<file path="src/include/rv_core_consts.svh">
`ifndef RV_CORE_CONSTS_SVH
`define RV_CORE_CONSTS_SVH

// Data, address and instruction width
`define RV_XLEN 32

// Architectural registers, x0 included
`define RV_REG_COUNT 32

// Address of the first fetch after reset
`define RV_RESET_PC 32'h0000_0000

// Sequential PC increment, one instruction word
`define RV_PC_STEP 32'd4

// funct7 code that turns add into sub and srl into sra
`define RV_FUNCT7_ALT 7'b0100000

`endif

</file>
<file path="src/hdl/rv_core_pkg.sv">
`default_nettype none
`include "rv_core_consts.svh"

package rv_core_pkg;

    typedef logic [`RV_XLEN-1:0] word_t;
    typedef logic [$clog2(`RV_REG_COUNT)-1:0] reg_addr_t;
    typedef logic [2:0] funct3_t;

    // Major opcodes of the supported subset
    typedef enum logic [6:0] {
        OP_ARITH_R  = 7'b0110011,
        OP_ARITH_I  = 7'b0010011,
        OP_BRANCH   = 7'b1100011,
        OP_JAL      = 7'b1101111,
        OP_JALR     = 7'b1100111,
        OP_LOAD     = 7'b0000011,
        OP_STORE    = 7'b0100011,
        OP_LUI      = 7'b0110111,
        OP_AUIPC    = 7'b0010111,
        OP_MISC_MEM = 7'b0001111,  // fence, runs as a no-op
        OP_INVALID  = 7'b1111111
    } opcode_t;

    typedef enum logic [3:0] {
        CLASS_NONE,
        CLASS_ARITH_R,
        CLASS_ARITH_I,
        CLASS_BRANCH,
        CLASS_JAL,
        CLASS_JALR,
        CLASS_LOAD,
        CLASS_STORE,
        CLASS_LUI,
        CLASS_AUIPC
    } instr_class_t;

    // Source of the value written to rd
    typedef enum logic [2:0] {
        WB_NONE,
        WB_ALU,
        WB_IMM,
        WB_PC_IMM,
        WB_PC_STEP,
        WB_LOAD
    } wb_sel_t;

    typedef enum logic [1:0] {
        ST_FETCH,
        ST_WAIT_FETCH,
        ST_EXECUTE,
        ST_WAIT_MEM
    } core_state_t;

endpackage

`default_nettype wire

</file>
<file path="src/hdl/rv_decoder.sv">
`default_nettype none
`include "rv_core_consts.svh"

module rv_decoder (
    input  wire rv_core_pkg::word_t      instr,
    output rv_core_pkg::reg_addr_t       rd,
    output rv_core_pkg::funct3_t         funct3,
    output logic                         alt,
    output rv_core_pkg::word_t           imm,
    output rv_core_pkg::instr_class_t    instr_class,
    output rv_core_pkg::wb_sel_t         wb_sel
);

    rv_core_pkg::opcode_t opcode;
    logic [6:0] funct7;
    logic sign;

    assign rd = instr[11:7];
    assign funct3 = instr[14:12];
    assign funct7 = instr[31:25];
    assign sign = instr[31];

    // Unknown codes collapse onto OP_INVALID
    always_comb begin
        case (instr[6:0])
            rv_core_pkg::OP_ARITH_R:  opcode = rv_core_pkg::OP_ARITH_R;
            rv_core_pkg::OP_ARITH_I:  opcode = rv_core_pkg::OP_ARITH_I;
            rv_core_pkg::OP_BRANCH:   opcode = rv_core_pkg::OP_BRANCH;
            rv_core_pkg::OP_JAL:      opcode = rv_core_pkg::OP_JAL;
            rv_core_pkg::OP_JALR:     opcode = rv_core_pkg::OP_JALR;
            rv_core_pkg::OP_LOAD:     opcode = rv_core_pkg::OP_LOAD;
            rv_core_pkg::OP_STORE:    opcode = rv_core_pkg::OP_STORE;
            rv_core_pkg::OP_LUI:      opcode = rv_core_pkg::OP_LUI;
            rv_core_pkg::OP_AUIPC:    opcode = rv_core_pkg::OP_AUIPC;
            rv_core_pkg::OP_MISC_MEM: opcode = rv_core_pkg::OP_MISC_MEM;
            default:                  opcode = rv_core_pkg::OP_INVALID;
        endcase
    end

    // Fence and invalid opcodes leave the class at none, so they only step the PC
    always_comb begin
        case (opcode)
            rv_core_pkg::OP_ARITH_R: instr_class = rv_core_pkg::CLASS_ARITH_R;
            rv_core_pkg::OP_ARITH_I: instr_class = rv_core_pkg::CLASS_ARITH_I;
            rv_core_pkg::OP_BRANCH:  instr_class = rv_core_pkg::CLASS_BRANCH;
            rv_core_pkg::OP_JAL:     instr_class = rv_core_pkg::CLASS_JAL;
            rv_core_pkg::OP_JALR:    instr_class = rv_core_pkg::CLASS_JALR;
            rv_core_pkg::OP_LOAD:    instr_class = rv_core_pkg::CLASS_LOAD;
            rv_core_pkg::OP_STORE:   instr_class = rv_core_pkg::CLASS_STORE;
            rv_core_pkg::OP_LUI:     instr_class = rv_core_pkg::CLASS_LUI;
            rv_core_pkg::OP_AUIPC:   instr_class = rv_core_pkg::CLASS_AUIPC;
            default:                 instr_class = rv_core_pkg::CLASS_NONE;
        endcase
    end

    // Immediate format per class, always sign extended from bit 31
    always_comb begin
        case (instr_class)
            rv_core_pkg::CLASS_ARITH_I, rv_core_pkg::CLASS_JALR, rv_core_pkg::CLASS_LOAD:
                imm = {{21{sign}}, instr[30:20]};
            rv_core_pkg::CLASS_STORE:
                imm = {{21{sign}}, instr[30:25], instr[11:7]};
            rv_core_pkg::CLASS_BRANCH:
                imm = {{20{sign}}, instr[7], instr[30:25], instr[11:8], 1'b0};
            rv_core_pkg::CLASS_LUI, rv_core_pkg::CLASS_AUIPC:
                imm = {instr[31:12], 12'h000};
            rv_core_pkg::CLASS_JAL:
                imm = {{12{sign}}, instr[19:12], instr[20], instr[30:21], 1'b0};
            default:
                imm = '0;
        endcase
    end

    // addi has no subtract form, srai carries the alt code in its immediate
    assign alt = (funct7 == `RV_FUNCT7_ALT) &&
                 ((instr_class == rv_core_pkg::CLASS_ARITH_R) ||
                  (instr_class == rv_core_pkg::CLASS_ARITH_I && funct3 == 3'b101));

    always_comb begin
        case (instr_class)
            rv_core_pkg::CLASS_ARITH_R, rv_core_pkg::CLASS_ARITH_I:
                wb_sel = rv_core_pkg::WB_ALU;
            rv_core_pkg::CLASS_LUI:
                wb_sel = rv_core_pkg::WB_IMM;
            rv_core_pkg::CLASS_AUIPC:
                wb_sel = rv_core_pkg::WB_PC_IMM;
            rv_core_pkg::CLASS_JAL, rv_core_pkg::CLASS_JALR:
                wb_sel = rv_core_pkg::WB_PC_STEP;
            rv_core_pkg::CLASS_LOAD:
                wb_sel = rv_core_pkg::WB_LOAD;
            default:
                wb_sel = rv_core_pkg::WB_NONE;
        endcase
    end

endmodule

`default_nettype wire

</file>
<file path="src/hdl/rv_regfile.sv">
`default_nettype none
`include "rv_core_consts.svh"

module rv_regfile (
    input  wire logic                   clk_in,
    input  wire logic                   reset_in,
    input  wire rv_core_pkg::reg_addr_t raddr_a,
    input  wire rv_core_pkg::reg_addr_t raddr_b,
    output rv_core_pkg::word_t          rdata_a,
    output rv_core_pkg::word_t          rdata_b,
    input  wire logic                   we,
    input  wire rv_core_pkg::reg_addr_t waddr,
    input  wire rv_core_pkg::word_t     wdata
);

    rv_core_pkg::word_t regs [`RV_REG_COUNT];

    // Asynchronous read ports
    assign rdata_a = regs[raddr_a];
    assign rdata_b = regs[raddr_b];

    always_ff @(posedge clk_in) begin
        if (!reset_in) begin
            for (int i = 0; i < `RV_REG_COUNT; i++) begin
                regs[i] <= '0;
            end
        end else if (we && waddr != '0) begin
            regs[waddr] <= wdata;
        end
    end

    // x0 keeps zero through any sequence of writes
    x0_reads_zero: assert property (@(posedge clk_in) disable iff (!reset_in)
        regs[0] == '0);

endmodule

`default_nettype wire

</file>
<file path="src/hdl/rv_alu.sv">
`default_nettype none
`include "rv_core_consts.svh"

module rv_alu (
    input  wire rv_core_pkg::word_t   op_a,
    input  wire rv_core_pkg::word_t   op_b,
    input  wire rv_core_pkg::funct3_t funct3,
    input  wire logic                 alt,
    input  wire logic                 is_branch,
    output rv_core_pkg::word_t        result,
    output logic                      branch_taken
);

    localparam int MSB = `RV_XLEN - 1;

    logic [4:0] shamt;
    logic borrow;
    rv_core_pkg::word_t diff;
    logic zero;
    logic overflow;
    logic less_signed;
    logic cond;

    assign shamt = op_b[4:0];

    // Shared subtractor, the borrow doubles as the unsigned less-than flag
    assign {borrow, diff} = {1'b0, op_a} - {1'b0, op_b};
    assign zero = (diff == '0);
    assign overflow = (op_a[MSB] != op_b[MSB]) && (diff[MSB] != op_a[MSB]);
    assign less_signed = diff[MSB] ^ overflow;

    always_comb begin
        case (funct3)
            3'b000:  result = alt ? diff : op_a + op_b;
            3'b001:  result = op_a << shamt;
            3'b010:  result = rv_core_pkg::word_t'(less_signed);
            3'b011:  result = rv_core_pkg::word_t'(borrow);
            3'b100:  result = op_a ^ op_b;
            3'b101: begin
                if (alt) begin
                    result = rv_core_pkg::word_t'($signed(op_a) >>> shamt);
                end else begin
                    result = op_a >> shamt;
                end
            end
            3'b110:  result = op_a | op_b;
            default: result = op_a & op_b;
        endcase
    end

    // Branch funct3 codes, 010 and 011 are not used
    always_comb begin
        case (funct3)
            3'b000:  cond = zero;
            3'b001:  cond = !zero;
            3'b100:  cond = less_signed;
            3'b101:  cond = !less_signed;
            3'b110:  cond = borrow;
            3'b111:  cond = !borrow;
            default: cond = 1'b0;
        endcase
    end

    assign branch_taken = is_branch && cond;

endmodule

`default_nettype wire

</file>
<file path="src/hdl/rv_control.sv">
`default_nettype none
`include "rv_core_consts.svh"

module rv_control (
    input  wire logic                      clk_in,
    input  wire logic                      reset_in,
    output logic                           mem_req,
    output logic                           mem_we,
    output rv_core_pkg::word_t             mem_addr,
    output rv_core_pkg::word_t             mem_wdata,
    input  wire rv_core_pkg::word_t        mem_rdata,
    input  wire logic                      mem_ack,
    output rv_core_pkg::word_t             instr,
    output rv_core_pkg::reg_addr_t         raddr_a,
    output rv_core_pkg::reg_addr_t         raddr_b,
    input  wire rv_core_pkg::word_t        rs1_data,
    input  wire rv_core_pkg::word_t        rs2_data,
    input  wire rv_core_pkg::reg_addr_t    rd,
    input  wire rv_core_pkg::word_t        imm,
    input  wire rv_core_pkg::instr_class_t instr_class,
    input  wire rv_core_pkg::wb_sel_t      wb_sel,
    output rv_core_pkg::word_t             alu_a,
    output rv_core_pkg::word_t             alu_b,
    input  wire rv_core_pkg::word_t        alu_result,
    input  wire logic                      branch_taken,
    output logic                           reg_we,
    output rv_core_pkg::reg_addr_t         reg_waddr,
    output rv_core_pkg::word_t             reg_wdata
);

    rv_core_pkg::core_state_t state;
    rv_core_pkg::word_t pc;
    rv_core_pkg::word_t pc_next;
    rv_core_pkg::word_t pc_plus_imm;
    rv_core_pkg::word_t pc_plus_step;
    rv_core_pkg::word_t rs1_plus_imm;
    rv_core_pkg::word_t rs1_q;
    rv_core_pkg::word_t rs2_q;
    rv_core_pkg::word_t addr;
    logic is_mem;
    logic is_store;
    logic fetch_done;
    logic retire;

    // Source fields come straight off the bus so the operands are ready with the instruction
    assign raddr_a = mem_rdata[19:15];
    assign raddr_b = mem_rdata[24:20];

    assign is_store = (instr_class == rv_core_pkg::CLASS_STORE);
    assign is_mem = is_store || (instr_class == rv_core_pkg::CLASS_LOAD);

    assign pc_plus_imm = pc + imm;
    assign pc_plus_step = pc + `RV_PC_STEP;
    assign rs1_plus_imm = rs1_q + imm;

    // Register ops and compares take rs2, everything else the immediate
    assign alu_a = rs1_q;
    assign alu_b = (instr_class == rv_core_pkg::CLASS_ARITH_R ||
                    instr_class == rv_core_pkg::CLASS_BRANCH) ? rs2_q : imm;

    always_comb begin
        case (instr_class)
            rv_core_pkg::CLASS_JAL:    pc_next = pc_plus_imm;
            rv_core_pkg::CLASS_JALR:   pc_next = {rs1_plus_imm[`RV_XLEN-1:1], 1'b0};
            rv_core_pkg::CLASS_BRANCH: pc_next = branch_taken ? pc_plus_imm : pc_plus_step;
            default:                   pc_next = pc_plus_step;
        endcase
    end

    // PC until the instruction arrives, then the effective address
    assign addr = (state == rv_core_pkg::ST_FETCH || state == rv_core_pkg::ST_WAIT_FETCH) ?
                  pc : rs1_plus_imm;
    assign mem_addr = {addr[`RV_XLEN-1:2], 2'b00};
    assign mem_wdata = rs2_q;

    assign mem_req = (state == rv_core_pkg::ST_FETCH) ||
                     (state == rv_core_pkg::ST_EXECUTE && is_mem);
    // Held through the wait so the store stays stable until its ack
    assign mem_we = is_store && (state == rv_core_pkg::ST_EXECUTE ||
                                 state == rv_core_pkg::ST_WAIT_MEM);

    assign fetch_done = (state == rv_core_pkg::ST_WAIT_FETCH) && mem_ack;
    assign retire = (state == rv_core_pkg::ST_EXECUTE && !is_mem) ||
                    (state == rv_core_pkg::ST_WAIT_MEM && mem_ack);

    assign reg_we = retire && (wb_sel != rv_core_pkg::WB_NONE);
    assign reg_waddr = rd;

    always_comb begin
        case (wb_sel)
            rv_core_pkg::WB_ALU:     reg_wdata = alu_result;
            rv_core_pkg::WB_IMM:     reg_wdata = imm;
            rv_core_pkg::WB_PC_IMM:  reg_wdata = pc_plus_imm;
            rv_core_pkg::WB_PC_STEP: reg_wdata = pc_plus_step;
            rv_core_pkg::WB_LOAD:    reg_wdata = mem_rdata;
            default:                 reg_wdata = '0;
        endcase
    end

    always_ff @(posedge clk_in) begin
        if (!reset_in) begin
            state <= rv_core_pkg::ST_FETCH;
            pc <= `RV_RESET_PC;
        end else begin
            case (state)
                rv_core_pkg::ST_FETCH: begin
                    state <= rv_core_pkg::ST_WAIT_FETCH;
                end
                rv_core_pkg::ST_WAIT_FETCH: begin
                    if (mem_ack) begin
                        state <= rv_core_pkg::ST_EXECUTE;
                    end
                end
                rv_core_pkg::ST_EXECUTE: begin
                    state <= is_mem ? rv_core_pkg::ST_WAIT_MEM : rv_core_pkg::ST_FETCH;
                end
                default: begin
                    if (mem_ack) begin
                        state <= rv_core_pkg::ST_FETCH;
                    end
                end
            endcase
            if (retire) begin
                pc <= pc_next;
            end
        end
    end

    // Instruction and both operands are captured on the fetch ack
    always_ff @(posedge clk_in) begin
        if (fetch_done) begin
            instr <= mem_rdata;
            rs1_q <= rs1_data;
            rs2_q <= rs2_data;
        end
    end

    // A request is issued from fetch or execute and lasts one cycle
    req_single_cycle: assert property (@(posedge clk_in) disable iff (!reset_in)
        mem_req |-> (state == rv_core_pkg::ST_FETCH || state == rv_core_pkg::ST_EXECUTE)
                    ##1 !mem_req);

    // The memory only answers an outstanding request
    ack_while_waiting: assert property (@(posedge clk_in) disable iff (!reset_in)
        mem_ack |-> (state == rv_core_pkg::ST_WAIT_FETCH || state == rv_core_pkg::ST_WAIT_MEM));

endmodule

`default_nettype wire

</file>
<file path="src/hdl/rv_core.sv">
`default_nettype none

module rv_core (
    input  wire logic               clk_in,
    input  wire logic               reset_in,
    output logic                    mem_req,
    output logic                    mem_we,
    output rv_core_pkg::word_t      mem_addr,
    output rv_core_pkg::word_t      mem_wdata,
    input  wire rv_core_pkg::word_t mem_rdata,
    input  wire logic               mem_ack
);

    rv_core_pkg::word_t instr;
    rv_core_pkg::reg_addr_t raddr_a;
    rv_core_pkg::reg_addr_t raddr_b;
    rv_core_pkg::word_t rs1_data;
    rv_core_pkg::word_t rs2_data;
    rv_core_pkg::reg_addr_t rd;
    rv_core_pkg::funct3_t funct3;
    logic alt;
    rv_core_pkg::word_t imm;
    rv_core_pkg::instr_class_t instr_class;
    rv_core_pkg::wb_sel_t wb_sel;
    rv_core_pkg::word_t alu_a;
    rv_core_pkg::word_t alu_b;
    rv_core_pkg::word_t alu_result;
    logic alu_is_branch;
    logic branch_taken;
    logic reg_we;
    rv_core_pkg::reg_addr_t reg_waddr;
    rv_core_pkg::word_t reg_wdata;

    // Compare mode of the ALU follows the decoded class
    assign alu_is_branch = (instr_class == rv_core_pkg::CLASS_BRANCH);

    rv_control u_control (
        .clk_in       (clk_in),
        .reset_in     (reset_in),
        .mem_req      (mem_req),
        .mem_we       (mem_we),
        .mem_addr     (mem_addr),
        .mem_wdata    (mem_wdata),
        .mem_rdata    (mem_rdata),
        .mem_ack      (mem_ack),
        .instr        (instr),
        .raddr_a      (raddr_a),
        .raddr_b      (raddr_b),
        .rs1_data     (rs1_data),
        .rs2_data     (rs2_data),
        .rd           (rd),
        .imm          (imm),
        .instr_class  (instr_class),
        .wb_sel       (wb_sel),
        .alu_a        (alu_a),
        .alu_b        (alu_b),
        .alu_result   (alu_result),
        .branch_taken (branch_taken),
        .reg_we       (reg_we),
        .reg_waddr    (reg_waddr),
        .reg_wdata    (reg_wdata)
    );

    rv_decoder u_decoder (
        .instr       (instr),
        .rd          (rd),
        .funct3      (funct3),
        .alt         (alt),
        .imm         (imm),
        .instr_class (instr_class),
        .wb_sel      (wb_sel)
    );

    rv_regfile u_regfile (
        .clk_in   (clk_in),
        .reset_in (reset_in),
        .raddr_a  (raddr_a),
        .raddr_b  (raddr_b),
        .rdata_a  (rs1_data),
        .rdata_b  (rs2_data),
        .we       (reg_we),
        .waddr    (reg_waddr),
        .wdata    (reg_wdata)
    );

    rv_alu u_alu (
        .op_a         (alu_a),
        .op_b         (alu_b),
        .funct3       (funct3),
        .alt          (alt),
        .is_branch    (alu_is_branch),
        .result       (alu_result),
        .branch_taken (branch_taken)
    );

endmodule

`default_nettype wire

</file>
<file path="config.mk">
export PLATFORM = sky130hd
export DESIGN_NAME = rv_core
export DESIGN_NICKNAME = d
export VERILOG_FILES = /design/src/hdl/rv_core_pkg.sv /design/src/hdl/rv_decoder.sv /design/src/hdl/rv_regfile.sv /design/src/hdl/rv_alu.sv /design/src/hdl/rv_control.sv /design/src/hdl/rv_core.sv
export VERILOG_INCLUDE_DIRS = /design/src /design/src/include
export SDC_FILE = /design/constraint.sdc
export NUM_CORES = 2
export LEC_CHECK = 0
export ABC_CLOCK_PERIOD_IN_PS = 7300
export BUFFER_PORTS_ARGS = -buffer_cell sky130_fd_sc_hd__buf_2
export CAP_MARGIN = 30
export CORE_ASPECT_RATIO = 1.1
export CORE_MARGIN = 5
export CORE_UTILIZATION = 40
export DETAILED_ROUTE_END_ITERATION = 16
export HOLD_SLACK_MARGIN = 0.12
export SETUP_SLACK_MARGIN = 0.2
export SLEW_MARGIN = 10
export SYNTH_ARGS = -nofsm -noshare
export SYNTH_HDL_FRONTEND = slang
export SYNTH_SLANG_ARGS = --single-unit
</file>
<file path="constraint.sdc">
create_clock -name clk_in -period 7.3 [get_ports clk_in]
set_clock_uncertainty 0.15 [all_clocks]
set_input_delay 0.365 -clock clk_in [delete_from_list [all_inputs] [get_ports clk_in]]
set_output_delay 0.365 -clock clk_in [all_outputs]
set_load 0.03 [all_outputs]
</file>
==> out/qor.csv <==
stage;metric;value;unit
setup_path;critPathSlowestCell;fa_1;
placed_design;dp_hpwl;204000;um
placed_design;gp_congestion;1.10;
power_and_ir_drop;share_comb_of_total_power;0.160;
floorplanning;start_util;0.401;
setup_path;cp_max_fo;6;
floorplanning;rows;162;
power_and_ir_drop;leakagePower;29.2;nW
clock_network;numCtsBuffers;118;
timing;slew_viol_final;0;
timing;rsz0062_at_grt;yes;
floorplanning;dieArea;185000;sq um
floorplanning;dieWidth;411;um
final_layout;final_nets;6352;
min_path;min-delay-path-class;input port to flop;
yosys;netlist_instances;5834;
placed_design;place_inst;8325;
detailed_routing;vias;55944;
yosys;ys_warn_count;0;
setup_path;critical_path.max_stage_delay;470;ps
clock_network;cts_tree;built;
timing;hold_violations;0;
placed_design;io_buffers;98;
global_route;grt_pass1_wl;420000;um
yosys;ys_types;98;
status;status;completed;
timing;setup_viol;0;
timing;final.min_clock_period;7160;ps
detailed_routing;ant_nets;0;
clock_network;cts_root_buffer;clkbuf_16;
clock_network;path_clk_slew;70;ps
power_and_ir_drop;netSwitchingFraction;0.272;
global_route;grt_overflow;0;
detailed_routing;vias_per_cell;6.47;
floorplanning;core;177000;sq um
timing;period_share;0.980;
yosys;avgSynthCellArea;12.1;sq um
setup_path;startpoint_type;flop;
detailed_routing;drt-wirelength-per-cell;35.3;um
clock_network;clock_latency;760;ps
power_and_ir_drop;p_switching;0.00445;W
setup_path;worst-setup-path-type;flop to flop;
global_route;antenna_found_initial;21;
timing;fmax;140;MHz
timing;worst_slew_pin_slew;1460;ps
global_route;grt_max_degree;119;
floorplanning;fp.dieH;451;um
final_layout;final_common_cell;nor2_1;
power_and_ir_drop;totalPowerFinal;0.0164;W
yosys;synth_ff_type;edfxtp_1;
yosys;netlist_area;70800;sq um
yosys;seq_area_frac_synth;0.485;
final_layout;area_growth;16.9;%
setup_path;cpMostUsedCell;nor2_1;
setup_path;critPathCaptureType;flop;
final_layout;drive_gt1_frac;0.295;
power_and_ir_drop;ir_drop;0.000232;V
final_layout;fillers;15980;
power_and_ir_drop;pwr-share-clk;0.372;
setup_path;crit_required;7830;ps
floorplanning;io_pins;101;
final_layout;stdcell_count;8649;
clock_network;cts.sinks;1154;
setup_path;critical_path_arrival;7680;ps
detailed_routing;drt-pass1-iter-count;9;
power_and_ir_drop;cellInternalPower;0.0119;W
power_and_ir_drop;power_frac_seq;0.468;
job;cap_violations;0;
detailed_routing;routed_wirelength;305000;um
global_route;track_usage;0.319;
yosys;synth-seq-cells;1154;
clock_network;htree_num_levels;3;
yosys;ys_async_sr_fraction;0;
timing;max-slew-margin-rel;0.0264;
global_route;grt_pass1_vias;54617;
yosys;synth_edf_count;1120;
detailed_routing;drc;0;
clock_network;clock_path_buffers;3;
detailed_routing;drtIter0Drc;8096;
power_and_ir_drop;pwr_density_cell;198;nW/um^2
final_layout;final_cell_mix;nor2_1, edfxtp_1, mux4_2, buf_4, a21oi_1;
[repair_timing]
| item | in CTS | in global routing |
|---|---|---|
| gates resized for setup | 146 | 78 |
| hold buffers | 26 | 0 |
| buffers inserted | 40 | 12 |
| endpoints found under the setup margin | 98 | 191 |
| cloned | 1 | 7 |
| endpoints found under the hold margin | 34 | 0 |
| pin swaps | 54 | 43 |
[cells in the mapped netlist (15+ instances only)]
| cell | number | share of area |
|---|---|---|
| inv_1 | 128 | 0.0068 |
| ha_1 | 151 | 0.027 |
| mux4_2 | 644 | 0.20 |
| nand2b_1 | 45 | 0.0040 |
| a21o_1 | 49 | 0.0052 |
| and3_1 | 21 | 0.0019 |
| o21bai_1 | 20 | 0.0021 |
| o21ai_0 | 230 | 0.016 |
| xnor2_1 | 86 | 0.011 |
| o31ai_1 | 21 | 0.0022 |
| edfxtp_1 | 1120 | 0.48 |
| or2_2 | 17 | 0.0015 |
| nand4_1 | 15 | 0.0013 |
| nor2b_1 | 21 | 0.0019 |
| or3_1 | 18 | 0.0016 |
| clkbuf_1 | 444 | 0.024 |
| nor3_1 | 60 | 0.0042 |
| dfxtp_1 | 34 | 0.0096 |
| a211oi_1 | 43 | 0.0046 |
| mux2_2 | 97 | 0.015 |
| a21oi_1 | 275 | 0.019 |
| o211ai_1 | 29 | 0.0031 |
| mux2i_1 | 88 | 0.012 |
| nor2_1 | 1291 | 0.068 |
| nand3_1 | 60 | 0.0042 |
| nor4_1 | 24 | 0.0021 |
| xor2_1 | 38 | 0.0047 |
| a222oi_1 | 20 | 0.0028 |
| a221oi_1 | 29 | 0.0036 |
| a31oi_1 | 32 | 0.0028 |
| buf_1 | 66 | 0.0035 |
| nand2_1 | 321 | 0.017 |
| o221ai_1 | 20 | 0.0025 |
| o21a_1 | 37 | 0.0039 |
| a221o_1 | 16 | 0.0023 |
[stage by stage]
stage          hold slack, ps  TNS [ps]  setup WS (ps)   util  area, sq um
3_3_place_gp              391    -14450           -634  0.436        77000
5_1_grt                   191     -2170           -178  0.469        82800
2_1_floorplan             314         0            276      -        71000
4_1_cts                   147         0           79.5  0.465        82100
3_5_place_dp              394    -17980           -724  0.437        77100
6_report                  184         0            144  0.469        82800
[power by group through the flow]
stage,registers (W),clock network [W],logic [W]
6_report,0.00767,0.00609,0.00262
5_1_grt,0.00769,0.00641,0.00271
4_1_cts,0.00767,0.00614,0.00254
3_5_place_dp,0.00781,0,0.00246
3_3_place_gp,0.00779,0,0.00246
2_1_floorplan,0.00776,0,0.00143
[final timing paths]
check                     startpoint                  end  slack, ps  cells after the start
setup reg to reg  u_control.instr[3]     u_control.pc[23]        140                     38
setup / recovery  u_control.instr[3]     u_control.pc[23]        140                     38
hold / removal         mem_rdata[17]  u_control.instr[17]        180                      1
hold reg to reg     u_control.pc[15]     u_control.pc[15]        400                      2
[per-layer routing]
metal | up-vias | wire length [um] | track usage
li1 | 22875 | - | -
met1 | 28430 | 109000 | 0.404
met2 | 3785 | 143000 | 0.512
met3 | 850 | 31100 | 0.0598
met4 | 4 | 22300 | 0.191
met5 | - | 23 | 0
[final cells by class]
type / instances / area [sq um] / share of cell area
antenna: 9 / 22.5 / 0.000272
sequential: 1154 / 34300 / 0.415
timing repair buffer: 699 / 5780 / 0.0699
clock inverter: 81 / 796 / 0.00961
tap: 2378 / 2980 / 0.0359
inverter: 133 / 504 / 0.00609
multi-input combinational: 4056 / 35400 / 0.427
clock buffer: 139 / 3030 / 0.0366
[state kept, by name, summed over array words and instances (netlist names)]
| register | count |
|---|---|
| u_control.alu_a | 32 |
| u_control.instr | 32 |
| u_control.mem_wdata | 32 |
| u_control.pc | 32 |
| u_control.state | 2 |
| u_regfile.regs | 1024 |
[logic make-up (layout without fill, tap and decap cells)]
group                      Yosys count  after routing  synth area share
other                                1             43         0.0000530
buffers and inverters              657           1052            0.0354
muxes                              830            830             0.233
xor gates and xnor gates           126            126            0.0158
adders and majority gates          156            156            0.0280
and+or+nand+nor                   1938           1938             0.113
AOI/OAI and AO/OA                  972            972            0.0898
DFF                               1154           1154             0.485
[worst max-delay path: cells and delay by family, from the launching register on]
kind | cells | cell delay (ps)
flip-flops | 1 | 420
AO/OA/AOI/OAI | 10 | 1720
multiplexers | 1 | 340
AND/OR/NAND/NOR | 19 | 2970
adder cells (fa/ha/maj) | 2 | 690
buffers and inverters | 6 | 740
(Power assumes the default switching activity.)
